**src/exec_pkg.sv**
```systemverilog
`default_nettype none

package exec_pkg;

   ////////////////////
   // sizes
   ////////////////////

   // data and address width
   localparam int word_width = 16;

   // item identifier width
   localparam int tag_width = 4;

   typedef logic [word_width-1:0] word_t;
   typedef logic [tag_width-1:0]  tag_t;

   // constant one in word width
   // used for pc increment and the one operand
   localparam word_t word_one = word_t'(1);

   ////////////////////
   // encodings
   ////////////////////

   // alu operations
   // compare ops give 1 or 0 in bit zero
   typedef enum logic [3:0] {
      alu_add = 4'd0,
      alu_sub = 4'd1,
      alu_and = 4'd2,
      alu_or  = 4'd3,
      alu_xor = 4'd4,
      alu_not = 4'd5,
      alu_shl = 4'd6,
      alu_sra = 4'd7,
      alu_bne = 4'd8,
      alu_beq = 4'd9,
      alu_bgz = 4'd10,
      alu_blz = 4'd11
   } alu_op_t;

   // operand b source
   typedef enum logic [1:0] {
      src_b_reg  = 2'd0,
      src_b_imm  = 2'd1,
      src_b_one  = 2'd2,
      src_b_zero = 2'd3
   } src_b_t;

   ////////////////////
   // items
   ////////////////////

   // decoded item entering execute
   typedef struct packed {
      tag_t    tag;
      word_t   pc;
      // predicted next pc from fetch
      word_t   pred_npc;
      word_t   a;
      word_t   b;
      // already sign extended
      word_t   imm;
      alu_op_t alu_op;
      src_b_t  src_b;
      logic    swap;
      logic    is_branch;
   } exec_req_t;

   // resolved item leaving execute
   typedef struct packed {
      tag_t  tag;
      word_t result;
      logic  is_branch;
      logic  taken;
      logic  miss;
      word_t resolved_pc;
   } exec_rsp_t;

   // stage 1 alu side
   typedef struct packed {
      tag_t  tag;
      word_t result;
   } alu_stage_t;

   // stage 1 address side
   typedef struct packed {
      tag_t  tag;
      logic  is_branch;
      word_t taken_target;
      word_t fallthrough;
      word_t pred_npc;
   } target_stage_t;

endpackage

`default_nettype wire
```
**src/exec_stage.sv**
```systemverilog
`timescale 1ns/100ps
`default_nettype none

module exec_stage (
   input  wire                      clk,
   input  wire                      reset_n,
   // request side
   input  wire                      i_valid,
   output logic                     o_ready,
   input  wire exec_pkg::exec_req_t i_req,
   // response side
   output logic                     o_valid,
   input  wire                      i_ready,
   output exec_pkg::exec_rsp_t      o_rsp,
   // statistics
   output exec_pkg::word_t          o_num_branch,
   output exec_pkg::word_t          o_num_branch_miss
);
   import exec_pkg::*;

   // accept strobe from the flow control
   logic          load;
   // stage 1 halves
   alu_stage_t    alu_stage;
   target_stage_t target_stage;

   ////////////////////
   // stage 1
   ////////////////////

   // result path
   exec_alu u_exec_alu (
      .clk     (clk),
      .reset_n (reset_n),
      .i_load  (load),
      .i_req   (i_req),
      .o_alu   (alu_stage)
   );

   // address path alongside the alu
   branch_target_unit u_branch_target_unit (
      .clk      (clk),
      .reset_n  (reset_n),
      .i_load   (load),
      .i_req    (i_req),
      .o_target (target_stage)
   );

   ////////////////////
   // output stage
   ////////////////////

   // owns all handshakes and the counters
   branch_resolve u_branch_resolve (
      .clk               (clk),
      .reset_n           (reset_n),
      .i_valid           (i_valid),
      .o_ready           (o_ready),
      .o_load            (load),
      .i_alu             (alu_stage),
      .i_target          (target_stage),
      .o_valid           (o_valid),
      .i_ready           (i_ready),
      .o_rsp             (o_rsp),
      .o_num_branch      (o_num_branch),
      .o_num_branch_miss (o_num_branch_miss)
   );

endmodule

`default_nettype wire

```
**src/branch_resolve.sv**
```systemverilog
`timescale 1ns/100ps
`default_nettype none

module branch_resolve (
   input  wire                     clk,
   input  wire                     reset_n,
   // input side
   input  wire                     i_valid,
   output logic                    o_ready,
   output logic                    o_load,
   // stage 1 data
   input  wire exec_pkg::alu_stage_t    i_alu,
   input  wire exec_pkg::target_stage_t i_target,
   // output side
   output logic                    o_valid,
   input  wire                     i_ready,
   output exec_pkg::exec_rsp_t     o_rsp,
   // statistics
   output exec_pkg::word_t         o_num_branch,
   output exec_pkg::word_t         o_num_branch_miss
);
   import exec_pkg::*;

   // stage 1 holds an item
   logic  s1_valid;
   // stage 1 moves into the output register
   logic  advance;
   // output handshake
   logic  drain;

   // combined result of stage 1
   logic  taken;
   logic  miss;
   word_t resolved_pc;

   ////////////////////
   // flow control
   ////////////////////

   assign drain   = o_valid & i_ready;
   // output register empty or emptying this cycle
   assign advance = s1_valid & (~o_valid | i_ready);
   assign o_ready = ~s1_valid | advance;
   assign o_load  = i_valid & o_ready;

   always_ff @(posedge clk) begin
      if (!reset_n) begin
         s1_valid <= 1'b0;
         o_valid  <= 1'b0;
      end
      else begin
         // new item overrides the leaving one
         if (o_load)
            s1_valid <= 1'b1;
         else if (advance)
            s1_valid <= 1'b0;
         if (advance)
            o_valid <= 1'b1;
         else if (drain)
            o_valid <= 1'b0;
      end
   end

   ////////////////////
   // resolve
   ////////////////////

   // nonzero alu result means the condition held
   assign taken       = i_target.is_branch & (i_alu.result != '0);
   assign resolved_pc = taken ? i_target.taken_target : i_target.fallthrough;
   assign miss        = i_target.is_branch & (resolved_pc != i_target.pred_npc);

   // output register
   always_ff @(posedge clk) begin
      if (advance) begin
         o_rsp.tag         <= i_alu.tag;
         o_rsp.result      <= i_alu.result;
         o_rsp.is_branch   <= i_target.is_branch;
         o_rsp.taken       <= taken;
         o_rsp.miss        <= miss;
         o_rsp.resolved_pc <= resolved_pc;
      end
   end

   // counted only once the item has left
   always_ff @(posedge clk) begin
      if (!reset_n) begin
         o_num_branch      <= '0;
         o_num_branch_miss <= '0;
      end
      else if (drain) begin
         if (o_rsp.is_branch)
            o_num_branch <= o_num_branch + word_one;
         if (o_rsp.miss)
            o_num_branch_miss <= o_num_branch_miss + word_one;
      end
   end

   ////////////////////
   // checks
   ////////////////////

   // stalled output holds its item
   a_rsp_stable : assert property (@(posedge clk) disable iff (!reset_n)
      (o_valid && !i_ready) |=> (o_valid && $stable(o_rsp)));

   // both halves of stage 1 loaded from the same item
   a_tag_match : assert property (@(posedge clk) disable iff (!reset_n)
      s1_valid |-> (i_alu.tag == i_target.tag));

   // every miss is also a branch
   a_miss_le_branch : assert property (@(posedge clk) disable iff (!reset_n)
      o_num_branch_miss <= o_num_branch);

endmodule

`default_nettype wire

```
**src/branch_target_unit.sv**
```systemverilog
`timescale 1ns/100ps
`default_nettype none

module branch_target_unit (
   input  wire                     clk,
   input  wire                     reset_n,
   input  wire                     i_load,
   input  wire exec_pkg::exec_req_t i_req,
   output exec_pkg::target_stage_t o_target
);
   import exec_pkg::*;

   // both candidates computed before the outcome is known
   word_t fallthrough;
   word_t taken_target;

   ////////////////////
   // address adders
   ////////////////////

   // pc + 1
   assign fallthrough = i_req.pc + word_one;

   // relative to the next instruction
   assign taken_target = fallthrough + i_req.imm;

   // stage 1 register
   always_ff @(posedge clk) begin
      if (!reset_n) begin
         o_target.tag       <= '0;
         o_target.is_branch <= 1'b0;
      end
      else if (i_load) begin
         o_target.tag          <= i_req.tag;
         o_target.is_branch    <= i_req.is_branch;
         o_target.taken_target <= taken_target;
         o_target.fallthrough  <= fallthrough;
         // carried along for the miss check
         o_target.pred_npc     <= i_req.pred_npc;
      end
   end

endmodule

`default_nettype wire

```
**src/exec_alu.sv**
```systemverilog
`timescale 1ns/100ps
`default_nettype none

module exec_alu (
   input  wire                  clk,
   input  wire                  reset_n,
   input  wire                  i_load,
   input  wire exec_pkg::exec_req_t i_req,
   output exec_pkg::alu_stage_t o_alu
);
   import exec_pkg::*;

   // operand b before swap
   word_t opnd_b_sel;
   // operands after swap
   word_t opnd_1;
   word_t opnd_2;
   word_t alu_result;

   ////////////////////
   // operand select
   ////////////////////

   // operand a is always the register value
   always_comb begin
      case (i_req.src_b)
         src_b_reg:  opnd_b_sel = i_req.b;
         src_b_imm:  opnd_b_sel = i_req.imm;
         src_b_one:  opnd_b_sel = word_one;
         src_b_zero: opnd_b_sel = '0;
      endcase
   end

   // swap for reversed operand order
   assign opnd_1 = i_req.swap ? opnd_b_sel : i_req.a;
   assign opnd_2 = i_req.swap ? i_req.a : opnd_b_sel;

   ////////////////////
   // alu
   ////////////////////

   always_comb begin
      case (i_req.alu_op)
         alu_add: alu_result = opnd_1 + opnd_2;
         alu_sub: alu_result = opnd_1 - opnd_2;
         alu_and: alu_result = opnd_1 & opnd_2;
         alu_or:  alu_result = opnd_1 | opnd_2;
         alu_xor: alu_result = opnd_1 ^ opnd_2;
         // unary ops use operand 1 only
         alu_not: alu_result = ~opnd_1;
         alu_shl: alu_result = opnd_1 << 1;
         alu_sra: alu_result = word_t'($signed(opnd_1) >>> 1);
         // branch checks feed the taken decision
         alu_bne: alu_result = word_t'(opnd_1 != opnd_2);
         alu_beq: alu_result = word_t'(opnd_1 == opnd_2);
         alu_bgz: alu_result = word_t'($signed(opnd_1) > 0);
         alu_blz: alu_result = word_t'($signed(opnd_1) < 0);
         default: alu_result = '0;
      endcase
   end

   // stage 1 register
   always_ff @(posedge clk) begin
      if (!reset_n) begin
         o_alu.tag <= '0;
      end
      else if (i_load) begin
         o_alu.tag    <= i_req.tag;
         o_alu.result <= alu_result;
      end
   end

   // decoder upstream must only send codes from the table
   a_alu_op_defined : assert property (@(posedge clk) disable iff (!reset_n)
      i_load |-> (i_req.alu_op inside {[alu_add:alu_blz]}))
      else $error("exec_alu: undefined alu_op %0h", i_req.alu_op);

endmodule

`default_nettype wire

```
**config.mk**
```make
export PLATFORM = sky130hd
export DESIGN_NAME = exec_stage
export DESIGN_NICKNAME = d
export VERILOG_FILES = /design/src/exec_pkg.sv /design/src/exec_stage.sv /design/src/branch_resolve.sv /design/src/branch_target_unit.sv /design/src/exec_alu.sv
export SDC_FILE = /design/constraint.sdc
export NUM_CORES = 1
export LEC_CHECK = 0
export BUFFER_PORTS_ARGS = -buffer_cell sky130_fd_sc_hd__buf_2
export CAP_MARGIN = 20
export CORE_ASPECT_RATIO = 1.1
export CORE_MARGIN = 5
export CORE_UTILIZATION = 35
export DETAILED_ROUTE_END_ITERATION = 10
export PLACE_DENSITY_LB_ADDON = 0.1
export SYNTH_ARGS = -nofsm -noshare
export SYNTH_HDL_FRONTEND = slang
export SYNTH_SLANG_ARGS = --single-unit
```
**constraint.sdc**
```tcl
create_clock -name clk -period 5.35 [get_ports clk]
set_input_delay 1.3375 -clock clk [delete_from_list [all_inputs] [get_ports clk]]
set_output_delay 1.3375 -clock clk [all_outputs]
set_load 0.03 [all_outputs]
```
# == Yosys cells after proc, flatten, opt, wreduce, memory -nomap -nowiden ==
# Index checks and enable logic that the tools add are counted.
# totals
reg_bits,142
latchBits,0
ram_bits,0
mem_bits_ro,0
inputBits,96
out_inout_bits,73
elab_cells,71
n_memories,0
# op_classes
add_sub_neg,6
multipliers,0
div,0
order_cmp,2
n_eq_ne,17
n_shift,0
n_mux,9
bitwise_logic,13
reduce_logical,8
# ops
operator,n
16-bit one-hot mux with 12 select lines,1
16-bit one-hot mux with 4 select lines,1
16-bit by 1-bit adder with 16-bit output (second input constant),3
16-bit two-way mux,3
16-bit adder,2
16-bit inequality test,2
16-bit bitwise AND,1
16-bit == test,1
4-bit by 3-bit == test with 1-bit output (second input constant),4
4-bit == test (second input constant),4
16-bit by 1-bit > comparator with 1-bit output (second input constant),1
16-bit by 1-bit less-than comparator with 1-bit output (second input constant),1
16-bit NOT,1
16-bit bitwise OR,1
16-bit nonzero test,1
16-bit subtractor,1
16-bit bitwise XOR,1
4-bit by 2-bit == test with 1-bit output (second input constant),2
2-bit AND reduction,3
1-bit bitwise AND,5
2-bit == test (second input constant),2
4-bit by 1-bit == test with 1-bit output (second input constant),1
4-bit zero test,1
1-bit two-way mux,4
other kinds (5),8

# == Longest topological paths before layout ==
# logic_depth
ltp_word,6
depth_mapped,16
mapped_depth_nobuf,14

# == Cells and area by module ==
# From an unflattened synthesis, not the netlist that was laid out.
# hier_totals
hier_cells,1004
area_unflattened_um2,9979.6
# modules_own_cells
module,n_inst,cells_per_inst,area_each_um2,seq_area_each_um2
exec_alu,1,521,3976.3,560.5
branch_resolve,1,279,3331.9,1851.8
branch_target_unit,1,204,2671.3,1541.5

# == Worst setup path before layout ==
# No wires, ideal clock.
# synth_path
path_type,input to register
startpoint,input port i_req[2] in the netlist's numbering
endpoint,"register u_exec_alu.o_alu[14] in the netlist's numbering, data pin"
setup_time_ns,0.154
arrival_time_ns,4.419
required_ns,5.196
setup_slack_ns,0.778
stages,15
path_buffers,3
path_cell_list,buf_6 -> buf_2 -> mux2i_1 -> nor3_1 -> a21oi_1 -> inv_1 -> ha_1 -> buf_4 -> nor3_1 -> o21ai_0 -> a2111oi_1 -> or3_1 -> a41o_1 -> mux2_1 -> o22ai_1
# synth_via
elab_chain_len,5
word_cells_on_any_way,14
classes_between,2 x add/sub; 3 x eq/ne; 4 x mux; 4 x bitwise; 1 x reduce/logical
# synth_rtl
element,line_no,rtl
"start, declared",exec_stage.sv:10,"input wire exec_pkg::exec_req_t i_req,"
"2-bit == test, or another cell as far along",exec_alu.sv:26,case (i_req.src_b)
16-bit one-hot mux with 4 select lines (*),exec_alu.sv:26,
"16-bit two-way mux, on equally long branches","exec_alu.sv:35, exec_alu.sv:36",
"16-bit subtractor, or another cell as far along",exec_alu.sv:45,alu_sub: alu_result = opnd_1 - opnd_2;
16-bit one-hot mux with 12 select lines (*),exec_alu.sv:43,case (i_req.alu_op)
net u_exec_alu.alu_result[14],exec_alu.sv:18,word_t alu_result;
"end, declared",exec_alu.sv:9,output exec_pkg::alu_stage_t o_alu
# The timed path passes the listed nets; every way through them passes the cells marked *.
# A chain may end at the register's enable or synchronous reset.

# == Worst setup path after layout ==
# layout_path
startpoint,input port i_req[2] in the netlist's numbering
endpoint,"register u_exec_alu.o_alu[12] in the netlist's numbering, data pin"
# The elaborated chain is that of the path after synthesis.

==> results.cfg <==
[logic_synthesis]
yosys_warnings = 0
synth_edf_count = 103
ys.flop_type = edfxtp_1
avgSynthCellArea_um2 = 9.99
synth_area_mm2 = 0.00951
syn_inst = 952
ys_async_sr_fraction = 0
syn_nets = 1118
yosys_register_bits = 142
yosysUniqueCellTypes = 81
ys_seq_area_frac = 0.407

[placed_design]
port_buffers = 168
pre_cts_ws_ps = 474
gp_congestion = 0.887
dp_hpwl_mm = 22.2
place_area_mm2 = 0.0108

[worst_setup_path]
r2r-start = u_exec_alu.o_alu[2]
critPathKind = primary input to flop
rrSetupSlack_ps = 2470
cp-endpoint = u_exec_alu.o_alu[12]
rr_endpoint = u_branch_resolve.o_rsp[16]
crit_arrival_ps = 4620
worstSetupStartpoint = i_req[2]
ff2ff_path_depth = 8
crit_fanout = 13
critPathLaunchType = primary input
endpoint_kind = flop
required_ps = 5520

[pwr]
seqPwrFrac = 0.408
leakage_uw = 0.00478
switchingPower_uw = 931
switching_share = 0.298
p_int_uw = 2190
ir_drop_v = 0.000218
clkPwrFrac = 0.364
p_comb_frac = 0.227
powerDensity_mw_per_mm2 = 274

[finish]
layout-drive-gt1-share = 0.236
postLayoutCellArea_mm2 = 0.0114
layout_common_cells = 168 x buf_2, 103 x edfxtp_1, 67 x ha_1
final_common_cell = buf_2
final_nets = 1282
areaGrowthSynthToFinish_pct = 20.0
n_fill_cell = 2648

[routing]
wl_per_cell_um = 19.5
drc = 0
drt_wl_total_mm = 28.9
drt_iter0_markers = 691
vias = 8048
viasPerCell = 5.41
ant_nets = 0
dr.pass1.iters = 5

[grt]
antenna_found_initial = 1
grt_pass1_vias = 7694
overflow = 0
track_usage = 0.186
grt_max_degree = 65
grt_pass1_wl_mm = 44.5

[hold_path]
min_path_cells = 0
hold_path_class = flop to flop

[clock_tree]
cts_max_level = 4
path_clk_slew_ps = 60
ctsLongestPathBuffers = 2
cts_tree = built
hold_buffers = 0
cts-root-buf = clkbuf_16
numCtsBuffers = 17
worstSkewPairLatency_ps = 410
postCtsSetupBuffers = 0
clkSinkCount = 142
cts_resized = 0

[floorplanning]
die_area_mm2 = 0.0306
initial_core_util = 0.354
core_mm2 = 0.0269
die_h_um = 183
die_x_um = 167
rows = 63
num_io_pins = 169

[sta]
report.final.slew_viol_count = 0
fmax_mhz = 224
skew_ps = 10.9
setup_viol = 0
hold_viol_final = 0
maxSlewHeadroom = 0.272
tightest_slew_ps = 1090
fin_crit_ps = 4460
grt_setup_unrepaired = false
tns_ps = 0
fin_crit_sh = 0.833
setup_slack_ps = 893

[job]
maxCapViolations = 0

[outcome]
status = finished clean
Yosys cell counts, types with 8 or more instances:
cell type	instances	area (µm²)
a211oi_1	9	67.6
a21boi_0	9	67.6
a21o_1	27	203
a21oi_1	39	195
a221oi_1	11	96.3
a22oi_1	12	90.1
and2_1	25	156
and3_1	13	81.3
buf_2	9	45.0
clkbuf_1	30	113
dfxtp_1	39	781
edfxtp_1	103	3090
ha_1	67	838
inv_1	49	184
mux2_2	19	214
mux2i_1	15	150
nand2_1	50	188
nand2b_1	10	62.6
nand3_1	26	130
nand4_1	18	113
nor2_1	53	199
nor2b_1	12	75.1
nor3_1	43	215
nor4_1	13	81.3
o21a_1	8	60.1
o21ai_0	32	160
o22ai_1	13	81.3
or3_1	8	50.1
xnor2_1	50	438
xor2_1	27	236
area by class of cell:
class	instances	area, µm²	area share
Antenna cell	1	2.50	0.000219
Clock buffer	22	498	0.0437
Clock inverter	10	72.6	0.00636
Inverter	52	200	0.0175
Multi-Input combinational cell	711	5270	0.462
Sequential cell	142	3870	0.340
Tap cell	357	447	0.0392
Timing Repair Buffer	192	1040	0.0913
metrics by stage:
step / util / instances / total power, µW / hold WS, ps
4_1_cts: 0.424 / 1486 / 3160 / 429
3_3_place_gp: 0.402 / 1453 / 2010 / 410
6_report: 0.424 / 1487 / 3130 / 428
2_1_floorplan: - / 952 / 1780 / 408
3_5_place_dp: 0.403 / 1454 / 2000 / 414
5_1_grt: 0.424 / 1487 / 3280 / 437
sequential cells by signal, summed over array words and instances (netlist names):
signal                              flops
u_branch_resolve.o_num_branch          16
u_branch_target_unit.o_target          49
u_branch_resolve.o_rsp                 39
u_branch_resolve.o_num_branch_miss     16
u_exec_alu.o_alu                       20
u_branch_resolve.s1_valid               1
u_branch_resolve.o_valid                1
logic make-up (layout without fill, tap and decap cells):
family,after synthesis,count (layout),synth area share
buffers and inverters,99,276,0.0424
xor gates and xnor gates,77,77,0.0709
other,0,1,0
adders and majority gates,70,70,0.0945
and+or+nand+nor,291,291,0.161
muxes,37,37,0.0422
AOI/OAI and AO/OA,236,236,0.181
DFF,142,142,0.407
metal layers:
layer / global-route usage / part of all wire / wire length, µm / vias up
met5: 0 / 0 / 0 / -
met4: 0.0688 / 0.029 / 827 / 0
li1: - / - / - / 3893
met3: 0.0306 / 0.057 / 1660 / 43
met1: 0.241 / 0.43 / 12500 / 3814
met2: 0.314 / 0.48 / 13900 / 298
power groups by stage:
stage,logic (µW),clock network (µW),registers [µW]
after floorplan,451,0,1330
after global placement,706,0,1300
after detailed placement,705,0,1300
after CTS,709,1170,1280
after global routing,782,1220,1280
final,711,1140,1280
worst min path at each step:
stage / start / end / slack, ps
after floorplan: u_exec_alu.o_alu[16] / u_branch_resolve.o_rsp[35] / 410
after global placement: u_exec_alu.o_alu[18] / u_branch_resolve.o_rsp[37] / 410
after detailed placement: u_exec_alu.o_alu[16] / u_branch_resolve.o_rsp[35] / 410
after CTS: u_exec_alu.o_alu[18] / u_branch_resolve.o_rsp[37] / 430
after global routing: u_exec_alu.o_alu[16] / u_branch_resolve.o_rsp[35] / 440
final: u_exec_alu.o_alu[18] / u_branch_resolve.o_rsp[37] / 430
critical path, cell delays in order:
cell and delay [ps]:
buf_2 310, mux2i_1 330, nor3_1 70, a21oi_1 170, inv_1 80, ha_1 370
nor3_1 420, o21ai_0 220, a2111oi_1 420, buf_4 190, o41ai_1 110, o21ai_0 190
o2111ai_1 130, a32o_1 250
Note: power is estimated with default switching activity, not from simulation.
